<file path="config.mk">
export PLATFORM = sky130hd
export DESIGN_NAME = cmd_queue
export DESIGN_NICKNAME = d
export VERILOG_FILES = /design/src/design/cmd_queue.sv
export SDC_FILE = /design/constraint.sdc
export NUM_CORES = 1
export LEC_CHECK = 0
export BUFFER_PORTS_ARGS = -buffer_cell sky130_fd_sc_hd__buf_2
export CAP_MARGIN = 10
export CORE_ASPECT_RATIO = 1.2
export CORE_UTILIZATION = 50
export CTS_CLUSTER_SIZE = 20
export DETAILED_ROUTE_END_ITERATION = 16
export PLACE_DENSITY = 0.74
export SLEW_MARGIN = 5
export SYNTH_ARGS = -nofsm -noshare
export SYNTH_HDL_FRONTEND = slang
export SYNTH_SLANG_ARGS = --single-unit
</file>
<file path="constraint.sdc">
create_clock -name clk_i -period 1.9 [get_ports clk_i]
set_input_delay 0.38 -clock clk_i [delete_from_list [all_inputs] [get_ports clk_i]]
set_output_delay 0.38 -clock clk_i [all_outputs]
set_load 0.1 [all_outputs]
</file>
<file path="src/design/cmd_queue.sv">
`timescale 1ns/1ps

module cmd_queue #(
   parameter int  DEPTH  = 4,
   parameter type item_t = logic [7:0]
) (
   input  logic  clk_i,
   input  logic  arst_n_i,

   input  logic  v_i,
   input  item_t data_i,
   output logic  ready_o,

   output logic  v_o,
   output item_t data_o,
   input  logic  yumi_ready_i
);

   localparam int PTR_W = (DEPTH > 1) ? $clog2(DEPTH) : 1;
   localparam int CNT_W = $clog2(DEPTH + 1);

   item_t            mem_q [DEPTH];
   logic [PTR_W-1:0] wr_ptr_q;
   logic [PTR_W-1:0] rd_ptr_q;
   logic [CNT_W-1:0] count_q;
   logic             full;
   logic             push;
   logic             pop;

   assign full    = (count_q == CNT_W'(DEPTH));
   assign ready_o = ~full;
   assign v_o     = (count_q != '0);
   assign data_o  = mem_q[rd_ptr_q];

   // Simultaneous push and pop leave the count unchanged
   assign push = v_i & ready_o;
   assign pop  = v_o & yumi_ready_i;

   always_ff @(posedge clk_i or negedge arst_n_i)
   begin
      if (!arst_n_i)
      begin
         wr_ptr_q <= '0;
         rd_ptr_q <= '0;
         count_q  <= '0;
      end
      else
      begin
         if (push)
         begin
            wr_ptr_q <= (wr_ptr_q == PTR_W'(DEPTH - 1)) ? '0 : wr_ptr_q + 1'b1;
         end
         if (pop)
         begin
            rd_ptr_q <= (rd_ptr_q == PTR_W'(DEPTH - 1)) ? '0 : rd_ptr_q + 1'b1;
         end
         if (push && !pop)
         begin
            count_q <= count_q + 1'b1;
         end
         else if (pop && !push)
         begin
            count_q <= count_q - 1'b1;
         end
      end
   end

   // Storage holds payload only
   always_ff @(posedge clk_i)
   begin
      if (push)
      begin
         mem_q[wr_ptr_q] <= data_i;
      end
   end

   // Full with no pop means nothing may be written on that edge
   no_push_when_full: assert property (
      @(posedge clk_i) disable iff (!arst_n_i)
      (full && !pop) |=> (full && $stable(wr_ptr_q))
   );

endmodule

</file>
Word level (Yosys, flattened, before mapping):

Memories as Yosys holds them, arrays and structs flattened.
Cells that the tools add are included.

* word-level logic and storage cells: 26
* bits in registers: 7
* output and inout port bits: 10
* memories kept: 1
* bits in writable memories: 32

* mux-type cells: 6
* eq/ne operators: 3
* $add $sub $neg: 4
* reductions and logical operators: 6
* bitwise gates (word level): 3

Memory list
* mem_q: words 4, bits a word 8, read ports 1, clocked after Yosys merged registers in 0, wr ports 1, line 22 `item_t mem_q [DEPTH];`

Operators with widths (number)
* $mux 3: 2
* $add 2x1->2 const B: 2
* $eq 2x2->1 const B: 2
* $mux 2: 2
* $add 3x1->3 const B: 1
* $eq 3x3->1 const B: 1
* $reduce_bool 3->1: 1
* $sub 3x1->3 const B: 1
* $and 1x1->1: 2
* $logic_and 1x1->1: 2
* $logic_not 1->1: 2
* $mux 1: 2
* $reduce_bool 2->1: 1
* $not 1->1: 1

Depth between registers and ports, before layout:

* depth after elaboration: 7
* depth in mapped cells: 8
* mapped depth without buffers: 8

Worst setup path after synthesis:

No wires, ideal clock.

* kind: register to register
* start: register count_q[2]
* end: register count_q[2]
* required time: 1.821 ns
* data arrival time: 2.066 ns
* path buffers: 0
* library setup time: 0.079 ns
* setup slack: -0.245 ns
* period minus slack after synthesis: 2.145 ns
* stages on the path, launching flop included: 9
* cells stage by stage: dfrtp_1 -> or3_4 -> nand2_4 -> ha_1 -> inv_1 -> fa_1 -> xor2_1 -> nor2_1 -> xor2_1

* elaborated cells on any way between the ends: 14
* those cells by class: add/sub (2); eq/ne (1); mux (2); bitwise (3); reduce/logical (6)

RTL lines
* from (decl): line 25 `logic [CNT_W-1:0] count_q;`
* from (signal assigned): line 59 `count_q <= count_q + 1'b1;`
* from (signal assigned): line 63 `count_q <= count_q - 1'b1;`
* $reduce_bool 3->1 *: line 32 `assign v_o = (count_q != '0);`
* via v_o: line 14 `output logic v_o,`
* $and 1x1->1 *: line 37 `assign pop = v_o & yumi_ready_i;`
* $logic_not 1->1: line 57 `if (push && !pop)`
* $logic_and 1x1->1: line 57
* $mux 3 / $reduce_bool 2->1 (equally long branches)

Mark *: on every way through the listed nets, which the timed path passes. The rest lies on a longest branch. The select of a mux whose other input is x is not followed.
A chain may end at the register's enable or synchronous reset.

==> impl_metrics.yaml <==
status:
  outcome: "complete, but fails checks"
  failed_checks: "setup timing"
critical_path:
  crit_chain: "buf_12, mux4_2, buf_6"
  slack_of_the_worst_reg_to_reg_path_ns: 0.01
  worst_r2r_path_depth: 8
  setup.worst_path.start_class: "flop"
  cp.required_ns: 1.52
  cpPeakStageDelay_ns: 0.51
  worstSetupEndpointType: "output port"
  crit_path_max_delay_cell_type: "sky130_fd_sc_hd__mux4_2"
  critical_path_arrival_ns: 1.62
  critical_path_peak_fanout: 7
  timing.setup.critical_path_class: "flop to output port"
timing:
  worstMarginPinSlew_ns: 0.4820
  max_freq_mhz: 499.4
  finalCriticalPeriod_ns: 2.002
  setup_repair_after_global_routing_missed_its_margin: "true"
  maxSlewViolCount: 0
  fin_ws_ns: -0.1023
  slew-limit-headroom_pct: 68.09
  clock-skew-final_ns: 0.006557
  finalHoldViolations: 0
  finalCritPeriodShare_pct: 105.4
  final_report_setup_violation_count: 8
floorplan:
  initial_utilization_pct: 52.33
  design.portCount: 22
  die_area_um2: 3429
  die_h_um: 63.95
  placeableCoreArea_um2: 3055
  rows: 22
  die_x_um: 53.63
logic_synthesis:
  synth_top_family_by_area: "multiplexers"
  netlist_instances: 79
  netlist-cell-type-count: 18
  ys.warnings.count: 0
  synth_common_cells: "sky130_fd_sc_hd__edfxtp_1, sky130_fd_sc_hd__mux4_2, sky130_fd_sc_hd__dfrtp_1, sky130_fd_sc_hd__ha_1"
  synth.most_common_cell: "sky130_fd_sc_hd__edfxtp_1"
  synth.net_count: 98
  synthMuxAreaShare_pct: 15.26
  top_cell_type_s_share_of_synthesized_area_pct: 60.09
  postSynth.asyncResetShare_pct: 17.95
  synth_edf_count: 32
  ys_seq_elements: 39
  synthesis.area_per_instance_um2: 20.24
  netlist_area_um2: 1599
  yosys.area.top_type: "sky130_fd_sc_hd__edfxtp_1"
  fraction_of_synthesized_cell_area_in_xor_and_xnor_cells_pct: 1.643
  ys_seq_area_share_pct: 71.05
  post_synth_and_or_nand_nor_area_fraction_pct: 4.147
  synth_adder_area_share_pct: 5.947
  synth-compound-area-share_pct: 0.7042
  synth_top_cells_by_area: "sky130_fd_sc_hd__edfxtp_1, sky130_fd_sc_hd__mux4_2, sky130_fd_sc_hd__dfrtp_1"
  yosys_most_used_dff: "sky130_fd_sc_hd__edfxtp_1"
global_route:
  gr-total-overflow: 0
  grt_util_all_layers_pct: 18.25
  global_route_wire_length_before_repair_um: 4133
  grt_antenna_before_repair: 0
  grt_max_degree: 14
  vias_in_the_first_global_route: 865
clocking:
  clock_tree.htree_level_count: 2
  clk_pin_slew_ns: 0.12
  cts_buffer_depth: 2
  cts_tree: "yes"
  clock_sink_count: 39
  clock_tree.root_cell: "sky130_fd_sc_hd__clkbuf_4"
  cts-buffers-inserted: 5
  clk_latency_ns: 0.35
detailed_routing:
  total_wirelength_of_the_detailed_routed_design_um: 2511
  drt_drc_violations_left: 0
  first_pass_iters: 4
  antenna_viol_nets_final: 0
  routed_vias: 806
  avgRoutedWirePerCell_um: 16.20
  vias_per_cell: 5.200
  initialDrtViolationCount: 15
layout:
  area_growth_pct: 27.62
  final.fill_count: 193
  fin_nets: 137
  final_cell_count_no_fill: 155
  drive_above_1_share_pct: 51.26
  antennaDiodeCount: 0
run:
  timing.max_cap.violations: 0
worst_hold_path:
  worstHoldPathCells: 1
  worst_hold_class: "primary input to flop"
place:
  finalWeightedCongestion: 0.7462
  buffer_ports.inserted: 21
  dpl.cell_count: 143
  dp_hpwl_um: 1714
placed cells by master (no fill, tap or decap):
master,n
sky130_fd_sc_hd__bufinv_16,2
sky130_fd_sc_hd__ha_1,5
sky130_fd_sc_hd__nand2_1,1
sky130_fd_sc_hd__clkinvlp_4,1
sky130_fd_sc_hd__clkbuf_4,6
sky130_fd_sc_hd__dlygate4sd3_1,1
sky130_fd_sc_hd__buf_2,12
sky130_fd_sc_hd__nor2_2,1
sky130_fd_sc_hd__and2_1,4
sky130_fd_sc_hd__dfrtp_1,7
sky130_fd_sc_hd__nand2_4,1
sky130_fd_sc_hd__or3_4,1
sky130_fd_sc_hd__buf_12,2
sky130_fd_sc_hd__mux2_4,3
sky130_fd_sc_hd__inv_2,1
sky130_fd_sc_hd__edfxtp_1,32
sky130_fd_sc_hd__nor2_1,3
sky130_fd_sc_hd__inv_1,2
sky130_fd_sc_hd__buf_6,7
sky130_fd_sc_hd__a21boi_2,1
sky130_fd_sc_hd__xor2_1,2
sky130_fd_sc_hd__buf_4,11
sky130_fd_sc_hd__mux2_2,2
sky130_fd_sc_hd__mux4_2,8
sky130_fd_sc_hd__fa_2,1
sky130_fd_sc_hd__xnor2_1,1
sky130_fd_sc_hd__ha_4,1
state kept, by name, indices dropped and copies added, names as in the netlist:
name / count
mem_q: 32
count_q: 3
rd_ptr_q: 2
wr_ptr_q: 2
routing by layer:
metal | routed length [um] | part of all wire [%] | global-route usage, %
met4 | 50 | 2.0 | 6.908
met5 | 0 | 0 | 0
met3 | 100 | 4.0 | 7.857
met2 | 1309 | 52 | 26.56
met1 | 1050 | 42 | 24.01
final timing paths:
kind                                    end         from
min in group asynchronous       wr_ptr_q[0]     arst_n_i
worst min-delay path            mem_q[2][0]    data_i[0]
worst min register to register  wr_ptr_q[1]  wr_ptr_q[1]
worst max-delay path              data_o[3]  rd_ptr_q[0]
worst max register to register   count_q[2]   count_q[0]
max in group asynchronous       rd_ptr_q[0]     arst_n_i
critical path, delay by kind of cell (launching register included):
kind,cells,cell delay [ns]
flip-flops,1,0.41
buffers and inverters,2,0.35
multiplexers,1,0.51
cell type report:
cell class / instances / area [um2] / area share (%)
multi-input cells: 35 / 464.2 / 22.75
well taps: 36 / 45.04 / 2.207
flip-flops and latches: 39 / 1136 / 55.67
repair buffers: 34 / 279.0 / 13.67
inverters: 3 / 11.26 / 0.5518
clock buffers: 5 / 37.54 / 1.839
clock inverters: 3 / 67.56 / 3.311
kinds of logic (layout without fill, tap and decap cells):
logic type	Yosys count	in the layout
and+or+nand+nor	11	11
AOI/OAI and AO/OA	1	1
xor gates and xnor gates	3	3
DFF	39	39
adders and majority gates	7	7
muxes	13	13
buffers and inverters	5	45
metrics by stage:
step | setup TNS, ns | hold slack, ns | utilization (%) | cell area (um2) | setup WS, ns
final | -0.7452 | 0.2388 | 66.79 | 2041 | -0.1023
after global routing | -1.401 | 0.2140 | 66.79 | 2041 | -0.1766
after CTS | -0.9379 | 0.2300 | 66.13 | 2021 | -0.1271
after detailed placement | -0.002405 | 0.2243 | 60.69 | 1854 | -0.002405
after global placement | 0 | 0.2185 | 60.69 | 1854 | 0.08375
after floorplan | -0.3001 | 0.08441 | - | 1618 | -0.1566
timing repair:
action / in CTS / in global routing
pin swaps: 3 / 4
setup buffers: 1 / 2
hold endpoints to repair: 7 / 0
cloned: 0 / 0
gates resized for setup: 14 / 2
hold buffers: 1 / 0
endpoints found under the setup margin: 9 / 11
Power is not shown: default switching activity piles up to over one toggle a cycle in this logic, so the estimate is an artifact.
