==> src/common/mem_pipe_params.svh <==
`ifndef MEM_PIPE_PARAMS_SVH
`define MEM_PIPE_PARAMS_SVH

// Integer register width
`define REG_WIDTH 64

// Virtual address width carried by the PC
`define VADDR_WIDTH 39

// Effective address width after generation
`define EADDR_WIDTH 64

// Scratchpad size in double-words, based at address 0
`define DMEM_WORDS 256

// Slots in the command queue
`define CMD_QUEUE_DEPTH 4

`endif
==> src/common/mem_pipe_pkg.sv <==
`include "mem_pipe_params.svh"

package mem_pipe_pkg;

   // Functional unit operations handled by the memory pipe
   typedef enum logic [4:0] {
      LB               = 5'd0,
      LH               = 5'd1,
      LW               = 5'd2,
      LD               = 5'd3,
      LBU              = 5'd4,
      LHU              = 5'd5,
      LWU              = 5'd6,
      SB               = 5'd7,
      SH               = 5'd8,
      SW               = 5'd9,
      SD               = 5'd10,
      CSRRW            = 5'd11,
      CSRRS            = 5'd12,
      CSRRC            = 5'd13,
      CSRRWI           = 5'd14,
      CSRRSI           = 5'd15,
      CSRRCI           = 5'd16,
      INSTR_MISALIGNED = 5'd17,
      NOP              = 5'd31
   } fu_op_e;

   // Command toward the data memory
   typedef struct packed {
      fu_op_e                  mem_op;
      logic [`EADDR_WIDTH-1:0] eaddr;
      logic [`REG_WIDTH-1:0]   data;
   } mmu_cmd_s;

   // Command toward the CSR unit
   typedef struct packed {
      fu_op_e                csr_op;
      logic [11:0]           csr_addr;
      logic [`REG_WIDTH-1:0] data;
   } csr_cmd_s;

   function automatic logic is_load(fu_op_e op);
      return op inside {LB, LH, LW, LD, LBU, LHU, LWU};
   endfunction

   function automatic logic is_store(fu_op_e op);
      return op inside {SB, SH, SW, SD};
   endfunction

   function automatic logic is_csr(fu_op_e op);
      return op inside {CSRRW, CSRRS, CSRRC, CSRRWI, CSRRSI, CSRRCI};
   endfunction

   // Immediate forms take their operand from imm instead of rs1
   function automatic logic is_csr_imm(fu_op_e op);
      return op inside {CSRRWI, CSRRSI, CSRRCI};
   endfunction

   // Log2 of the access size in bytes
   function automatic logic [1:0] access_size(fu_op_e op);
      logic [1:0] size;
      case (op)
         LB, LBU, SB: size = 2'd0;
         LH, LHU, SH: size = 2'd1;
         LW, LWU, SW: size = 2'd2;
         default:     size = 2'd3;
      endcase
      return size;
   endfunction

endpackage

==> src/design/mem_pipe_issue.sv <==
`timescale 1ns/1ps
`include "mem_pipe_params.svh"

module mem_pipe_issue (
   input  logic                   clk_i,
   input  logic                   arst_n_i,

   input  logic                   decode_v_i,
   input  mem_pipe_pkg::fu_op_e   fu_op_i,
   input  logic                   offset_sel_i,
   input  logic [`VADDR_WIDTH-1:0] pc_i,
   input  logic [31:0]            instr_i,
   input  logic [`REG_WIDTH-1:0]  rs1_i,
   input  logic [`REG_WIDTH-1:0]  rs2_i,
   input  logic [`REG_WIDTH-1:0]  imm_i,

   input  logic                   kill_ex1_i,
   input  logic                   kill_ex3_i,

   output logic                   cmd_v_o,
   output mem_pipe_pkg::mmu_cmd_s cmd_o,

   output logic                   csr_cmd_v_o,
   output mem_pipe_pkg::csr_cmd_s csr_cmd_o
);

   localparam int EADDR_PAD = `EADDR_WIDTH - `VADDR_WIDTH;

   logic                   fe_exc_v;
   logic                   mem_op_v;
   logic [`REG_WIDTH-1:0]  offset;
   logic                   csr_v;
   mem_pipe_pkg::csr_cmd_s csr_cmd_li;
   logic [1:0]             csr_v_q;
   mem_pipe_pkg::csr_cmd_s csr_cmd_s1_q;
   mem_pipe_pkg::csr_cmd_s csr_cmd_s2_q;

   // Front-end fault rides the memory path with the PC as address
   assign fe_exc_v = (fu_op_i == mem_pipe_pkg::INSTR_MISALIGNED);

   assign mem_op_v = mem_pipe_pkg::is_load(fu_op_i)
                   | mem_pipe_pkg::is_store(fu_op_i)
                   | fe_exc_v;

   // Register-only form drops the immediate
   assign offset = offset_sel_i ? '0 : imm_i;

   // Memory command goes out in the decode cycle
   assign cmd_v_o = decode_v_i & mem_op_v & ~kill_ex1_i;

   always_comb
   begin
      cmd_o.mem_op = fu_op_i;
      cmd_o.data   = rs2_i;
      if (fe_exc_v)
      begin
         cmd_o.eaddr = {{EADDR_PAD{pc_i[`VADDR_WIDTH-1]}}, pc_i};
      end
      else
      begin
         cmd_o.eaddr = rs1_i + offset;
      end
   end

   assign csr_v = decode_v_i & mem_pipe_pkg::is_csr(fu_op_i);

   always_comb
   begin
      csr_cmd_li.csr_op   = fu_op_i;
      csr_cmd_li.csr_addr = instr_i[31:20];
      csr_cmd_li.data     = mem_pipe_pkg::is_csr_imm(fu_op_i) ? imm_i : rs1_i;
   end

   // Two-stage delay so the CSR command lines up with ex3
   always_ff @(posedge clk_i or negedge arst_n_i)
   begin
      if (!arst_n_i)
      begin
         csr_v_q <= '0;
      end
      else
      begin
         csr_v_q <= {csr_v_q[0], csr_v};
      end
   end

   always_ff @(posedge clk_i)
   begin
      csr_cmd_s1_q <= csr_cmd_li;
      csr_cmd_s2_q <= csr_cmd_s1_q;
   end

   // A late kill squashes the command in its output cycle
   assign csr_cmd_v_o = csr_v_q[1] & ~kill_ex3_i;
   assign csr_cmd_o   = csr_cmd_s2_q;

   // Only memory ops and front-end faults may reach the queue
   cmd_op_check: assert property (
      @(posedge clk_i) disable iff (!arst_n_i)
      cmd_v_o |-> !(mem_pipe_pkg::is_csr(cmd_o.mem_op)
                    || cmd_o.mem_op == mem_pipe_pkg::NOP)
   );

endmodule

==> config.mk <==
export PLATFORM = sky130hd
export DESIGN_NAME = mem_pipe_issue
export DESIGN_NICKNAME = d
export VERILOG_FILES = /design/src/common/mem_pipe_pkg.sv /design/src/design/mem_pipe_issue.sv
export VERILOG_INCLUDE_DIRS = /design/src /design/src/common
export SDC_FILE = /design/constraint.sdc
export NUM_CORES = 1
export LEC_CHECK = 0
export BUFFER_PORTS_ARGS = -buffer_cell sky130_fd_sc_hd__buf_2
export CORE_AREA = 4 4 188 190
export CTS_BUF_LIST = sky130_fd_sc_hd__clkbuf_4 sky130_fd_sc_hd__clkbuf_8 sky130_fd_sc_hd__clkbuf_16
export CTS_CLUSTER_DIAMETER = 60
export CTS_CLUSTER_SIZE = 16
export DETAILED_ROUTE_END_ITERATION = 8
export DIE_AREA = 0 0 192 194
export PLACE_DENSITY = 0.55
export SLEW_MARGIN = 30
export SYNTH_ARGS = -nofsm -noshare
export SYNTH_HDL_FRONTEND = slang
export SYNTH_SLANG_ARGS = --single-unit
==> constraint.sdc <==
create_clock -name clk_i -period 9.2 [get_ports clk_i]
set_input_delay 2.76 -clock clk_i [delete_from_list [all_inputs] [get_ports clk_i]]
set_output_delay 2.76 -clock clk_i [all_outputs]
set_load 0.01 [all_outputs]
# [After elaboration in Yosys (flattened, before gate mapping)]
# Index checks and enable logic that the tools add are counted.
[classes] n_eq_ne=17 n_mux=3 n_bitwise=8 add_sub_neg=1 n_reduce_logical=5
[op_table] op="64-bit two-way mux" n=3
[op_table] op="64-bit adder" n=1
[op_table] op="5-bit by 4-bit equality test with 1-bit output (second input constant)" n=8
[op_table] op="5-bit by 3-bit equality test with 1-bit output (second input constant)" n=4
[op_table] op="5-bit by 2-bit equality test with 1-bit output (second input constant)" n=2
[op_table] op="5-bit equality test (second input constant)" n=2
[op_table] op="7-bit nonzero test" n=1
[op_table] op="6-bit nonzero test" n=1
[op_table] op="5-bit by 1-bit equality test with 1-bit output (second input constant)" n=1
[op_table] op="5-bit logical NOT" n=1
[op_table] op="1-bit bitwise AND" n=4
[op_table] op="4-bit nonzero test" n=1
[op_table] op="3-bit nonzero test" n=1
[op_table] op="1-bit NOT" n=2
[op_table] op="1-bit bitwise OR" n=2
[totals] wordCells=41 in_bits=274 reg_bits=164

# [Depth between registers and ports, before layout]
[depth] ltp_word=6 mapped_depth=14 ltp_nobuf=12

# [Worst setup path after synthesis]
# No wires, ideal clock.
[synth_path] path_kind="input-to-output" start="input offset_sel_i" end="output cmd_o[118] (netlist name)" arrival_ps=5639 cell_stages=13 setup_slack_ps=801 path_cell_list="clkbuf_1 nor2b_1 ha_1 fa_1 a211oi_1 o21bai_1 a311o_2 a21oi_4 nor4_4 nor4b_4 nor2_1 xnor2_1 o21ai_0"
[synth_rtl] element="from (decl)" line_no="mem_pipe_issue.sv:10" rtl="input logic offset_sel_i,"
[synth_rtl] element="to (decl)" line_no="mem_pipe_issue.sv:21" rtl="output mem_pipe_pkg::mmu_cmd_s cmd_o,"

==> metrics.txt <==
# TYPE chip_impl_metric gauge
chip_impl_info{name="status",value="complete, no violations"} 1
chip_impl_metric{name="grt_pass1_wl",unit="microns"} 48100
chip_impl_metric{name="portBuffers",unit=""} 341
chip_impl_metric{name="layout-area-overhead-vs-synth",unit="%"} 23.3
chip_impl_metric{name="clock.fmax",unit="MHz"} 113
chip_impl_metric{name="fraction_of_layout_cells_with_a_size_suffix_above_1",unit="%"} 36.3
chip_impl_metric{name="track_usage",unit="%"} 16.5
chip_impl_metric{name="power.share.clock",unit="%"} 35.4
chip_impl_metric{name="post_synth_cell_types",unit=""} 78
chip_impl_metric{name="synthesis.nets",unit=""} 1399
chip_impl_metric{name="final-max-slew-violation-count",unit=""} 0
chip_impl_metric{name="p_comb_share",unit="%"} 26.7
chip_impl_metric{name="power_density",unit="nW/um^2"} 173
chip_impl_info{name="regToRegEndpoint",value="csr_v_q[1]"} 1
chip_impl_metric{name="cell_count_post_placement",unit=""} 1743
chip_impl_metric{name="number_of_design_rule_violations_left_after_detail_routing",unit=""} 0
chip_impl_metric{name="worstHoldPathCells",unit=""} 0
chip_impl_info{name="worstSetupPathType",value="input pin to primary output"} 1
chip_impl_metric{name="postSynthAreaPerCell",unit="sq um"} 8.98
chip_impl_metric{name="cts_made_buffers",unit=""} 17
chip_impl_metric{name="viasPerCell",unit=""} 4.74
chip_impl_metric{name="holdBufCountCts",unit=""} 0
chip_impl_metric{name="worst-path-max-fanout",unit=""} 4
chip_impl_metric{name="ioPinCount",unit=""} 490
chip_impl_metric{name="overflow",unit=""} 0
chip_impl_metric{name="timing.critical_path.slowest_cell_delay",unit="ps"} 480
chip_impl_metric{name="number_of_cells_on_the_worst_reg_to_reg_path",unit=""} 0
chip_impl_metric{name="drt_iter0_markers",unit=""} 338
chip_impl_metric{name="clk_latency",unit="ps"} 440
chip_impl_info{name="crit_path_end_kind",value="primary output"} 1
chip_impl_metric{name="synth-warning-count",unit=""} 0
chip_impl_metric{name="ir_worst_vdd",unit="mV"} 0.123
chip_impl_metric{name="cap_violations",unit=""} 0
chip_impl_metric{name="synthArstFlopShare",unit="%"} 1.22
chip_impl_metric{name="tritoncts_num_sinks",unit=""} 164
chip_impl_metric{name="cp.required",unit="ps"} 6440
chip_impl_metric{name="cts_resized",unit=""} 0
chip_impl_metric{name="row_count",unit=""} 67
chip_impl_metric{name="detailroute.wirelength.met2",unit="microns"} 15900
chip_impl_metric{name="netlist_area",unit="sq um"} 9530
chip_impl_info{name="cts_root_buffer",value="clkbuf_16"} 1
chip_impl_metric{name="chipHeight",unit="microns"} 194
chip_impl_metric{name="clockBufferDepth",unit=""} 2
chip_impl_info{name="clock_tree_from_tritoncts",value="done"} 1
chip_impl_metric{name="grt_start_max_net_pins",unit=""} 63
chip_impl_info{name="ys.flop_type",value="dfxtp_1"} 1
chip_impl_info{name="regToRegStartpoint",value="csr_v_q[0]"} 1
chip_impl_info{name="crit_path_top_delay_cell",value="a311o_2"} 1
chip_impl_metric{name="drt_wirelength",unit="microns"} 32200
chip_impl_metric{name="die_w",unit="microns"} 192
chip_impl_info{name="cp_cell_sequence",value="buf_2 -> nor2b_1 -> ha_1 -> fa_1 -> a211oi_2 -> o21bai_1 -> a311o_2 -> a21oi_1 -> buf_4 -> o2111a_2 -> or2_1 -> o21ai_1 -> xnor2_1 -> o21ai_0 -> buf_2"} 1
chip_impl_metric{name="antenna_left",unit=""} 0
chip_impl_metric{name="wirelength_met1",unit="microns"} 12800
chip_impl_metric{name="clock-skew-final",unit="ps"} 7.23
chip_impl_metric{name="worst_pin_slew",unit="ps"} 883
chip_impl_metric{name="timing.critical_path.arrival",unit="ps"} 6110
chip_impl_metric{name="gp_routability_congestion",unit=""} 0.837
chip_impl_metric{name="power.leakage",unit="uW"} 0.00539
chip_impl_metric{name="maxSlewHeadroom",unit="%"} 41.1
chip_impl_metric{name="final_cells",unit=""} 1776
chip_impl_info{name="cpMostUsedCell",value="buf_2"} 1
chip_impl_info{name="top_signal_layer_used",value="met4"} 1
chip_impl_metric{name="timing.final.setup_violations",unit=""} 0
chip_impl_metric{name="reg2reg_setup_slack",unit="ps"} 8730
chip_impl_info{name="timing.hold.worst_endpoint",value="csr_cmd_o[32]"} 1
chip_impl_metric{name="power.sequential.fraction",unit="%"} 37.9
chip_impl_info{name="hold_path.startpoint",value="csr_cmd_s1_q[32]"} 1
chip_impl_metric{name="wl_met3",unit="microns"} 2270
chip_impl_metric{name="p_sw_share",unit="%"} 31.7
chip_impl_metric{name="count_of_flip_flops_with_a_built_in_enable_after_synthesis",unit=""} 0
chip_impl_metric{name="fin_crit_share",unit="%"} 96.4
chip_impl_info{name="crit_family",value="compound AO/OA/AOI/OAI gates"} 1
chip_impl_info{name="startpoint_kind_of_the_worst_setup_timing_path",value="input pin"} 1
chip_impl_metric{name="critical_path.n_buffers_inverters",unit=""} 3
chip_impl_metric{name="vias",unit=""} 8419
chip_impl_metric{name="report.power.total",unit="uW"} 2030
chip_impl_metric{name="finalWorstPathRequiredPeriod",unit="ps"} 8870
chip_impl_metric{name="wl_per_cell",unit="microns"} 18.1
chip_impl_info{name="hold_crit_path_type",value="flop to flop"} 1
chip_impl_metric{name="drt_first_pass_iters",unit=""} 6
chip_impl_metric{name="hold_viol",unit=""} 0
chip_impl_metric{name="die_area",unit="sq um"} 37200
chip_impl_metric{name="post-cts-setup-buffer-count",unit=""} 0
chip_impl_metric{name="ys_seq_elements",unit=""} 164
chip_impl_metric{name="power.net_switching",unit="uW"} 643
chip_impl_metric{name="cts.reportedPaths.clkPinSlew",unit="ps"} 70
chip_impl_metric{name="grt_antenna_before_repair",unit=""} 1
chip_impl_metric{name="totalNegativeSetupSlack",unit="ps"} 0
chip_impl_metric{name="yosysSeqAreaShare",unit="%"} 34.6
chip_impl_metric{name="synth_cells",unit=""} 1061
chip_impl_metric{name="dpl.hpwl",unit="microns"} 26400
chip_impl_metric{name="via_count_of_the_first_global_routing_pass",unit=""} 8527
chip_impl_metric{name="internal_power",unit="uW"} 1390
chip_impl_info{name="rsz0062_at_grt",value="false"} 1
chip_impl_metric{name="ctsHtreeMaxLevel",unit=""} 4
chip_impl_metric{name="design.core.area",unit="sq um"} 33400
chip_impl_metric{name="final_nets",unit=""} 1652
chip_impl_metric{name="floorplan.initialDensity",unit="%"} 28.5
-- placed cells by master (no fill, tap or decap), types with 3 or more instances in the layout --
| cell | instances |
|---|---|
| o21a_1 | 14 |
| mux2_2 | 64 |
| nand3_1 | 14 |
| o21bai_1 | 13 |
| dfxtp_1 | 162 |
| a31oi_1 | 8 |
| a21o_1 | 26 |
| nor2_1 | 69 |
| o211ai_1 | 4 |
| o31ai_1 | 10 |
| inv_1 | 19 |
| buf_2 | 341 |
| or3_1 | 9 |
| a211oi_2 | 3 |
| inv_6 | 4 |
| nand2_1 | 64 |
| nor4_1 | 4 |
| a31o_2 | 4 |
| o21ai_1 | 13 |
| nor2b_1 | 67 |
| a211oi_1 | 8 |
| and2_1 | 7 |
| xnor2_1 | 30 |
| buf_4 | 13 |
| inv_8 | 4 |
| xor2_1 | 27 |
| o21ai_0 | 54 |
| nand4_1 | 22 |
| ha_1 | 63 |
| a21oi_1 | 90 |
| clkbuf_16 | 17 |
| nor3_1 | 7 |
| o211a_1 | 3 |
| and3_1 | 7 |
-- flip-flops by register name, indices dropped and copies added (netlist names) --
| name | flops |
|---|---|
| csr_cmd_s1_q | 81 |
| csr_v_q | 2 |
| csr_cmd_o | 81 |
-- cells by family (layout without fill, tap and decap cells) --
group / Yosys count / in the layout / share of synthesized area (%)
compound gates: 285 / 285 / 19.6
xor+xnor: 57 / 57 / 5.24
fa+ha+maj: 64 / 64 / 8.48
buf+inv: 139 / 405 / 8.55
flops: 164 / 164 / 34.6
mux: 65 / 65 / 7.67
other cells: 0 / 1 / 0
simple gates: 287 / 287 / 15.9
-- power by group through the flow --
stage	Sequential (uW)	Clock (uW)	Combinational, uW
floorplan	798	0	342
global placement	785	0	544
detailed placement	786	0	544
CTS	770	744	548
global route	774	770	596
finish	769	719	542
-- synthesized netlist by cell type (all sizes together) (8+ instances only) --
cell type | n | share of area, %
dfxtp | 162 | 34
a21oi | 92 | 5.0
buf | 89 | 6.6
nor2 | 69 | 2.7
nor2b | 67 | 4.4
o21ai | 67 | 3.5
nand2 | 65 | 2.6
mux2 | 64 | 7.6
ha | 63 | 8.3
clkbuf | 31 | 1.2
xnor2 | 30 | 2.8
xor2 | 27 | 2.5
a21o | 26 | 2.0
nand4 | 22 | 1.4
inv | 19 | 0.75
nand3 | 15 | 0.84
o21a | 14 | 1.1
o21bai | 13 | 1.0
o31ai | 13 | 1.3
a211oi | 11 | 0.97
or3 | 9 | 0.59
a31oi | 8 | 0.53
and2 | 8 | 0.53
-- through the flow --
step / utilization [%] / area, sq um / hold slack (ps) / worst slack [ps]
final: 35.1 / 11800 / 324 / 327
after global routing: 35.1 / 11800 / 327 / 53.1
after global placement: 33.3 / 11200 / 310 / 238
after CTS: 35.1 / 11700 / 325 / 174
after floorplan: - / 9530 / 310 / 801
after detailed placement: 33.3 / 11200 / 312 / 197
-- cell type report --
class	instances	area, sq um
inverter	19	71.3
multi-input combinational	758	5430
fill	3535	21700
clock buffer	20	454
tap	448	561
sequential	164	3290
clock inverter	12	135
antenna	1	2.50
timing repair buffer	354	1800
-- layer usage --
layer	track usage, %	up-vias
met5	0	-
met4	7.47	0
met3	4.18	66
met2	29.1	309
met1	18.6	3833
li1	-	4211
-- worst max path at each step --
| stage | from | endpoint | slack, ps | cells after the start |
|---|---|---|---|---|
| finish | imm_i[0] | cmd_o[112] | 330 | 15 |
| global route | imm_i[0] | cmd_o[112] | 50 | 15 |
| CTS | imm_i[0] | cmd_o[112] | 170 | 15 |
| detailed placement | imm_i[0] | cmd_o[112] | 200 | 15 |
| global placement | imm_i[0] | cmd_o[112] | 240 | 15 |
| floorplan | offset_sel_i | cmd_o[118] | 800 | 13 |
(Power assumes the default switching activity.)
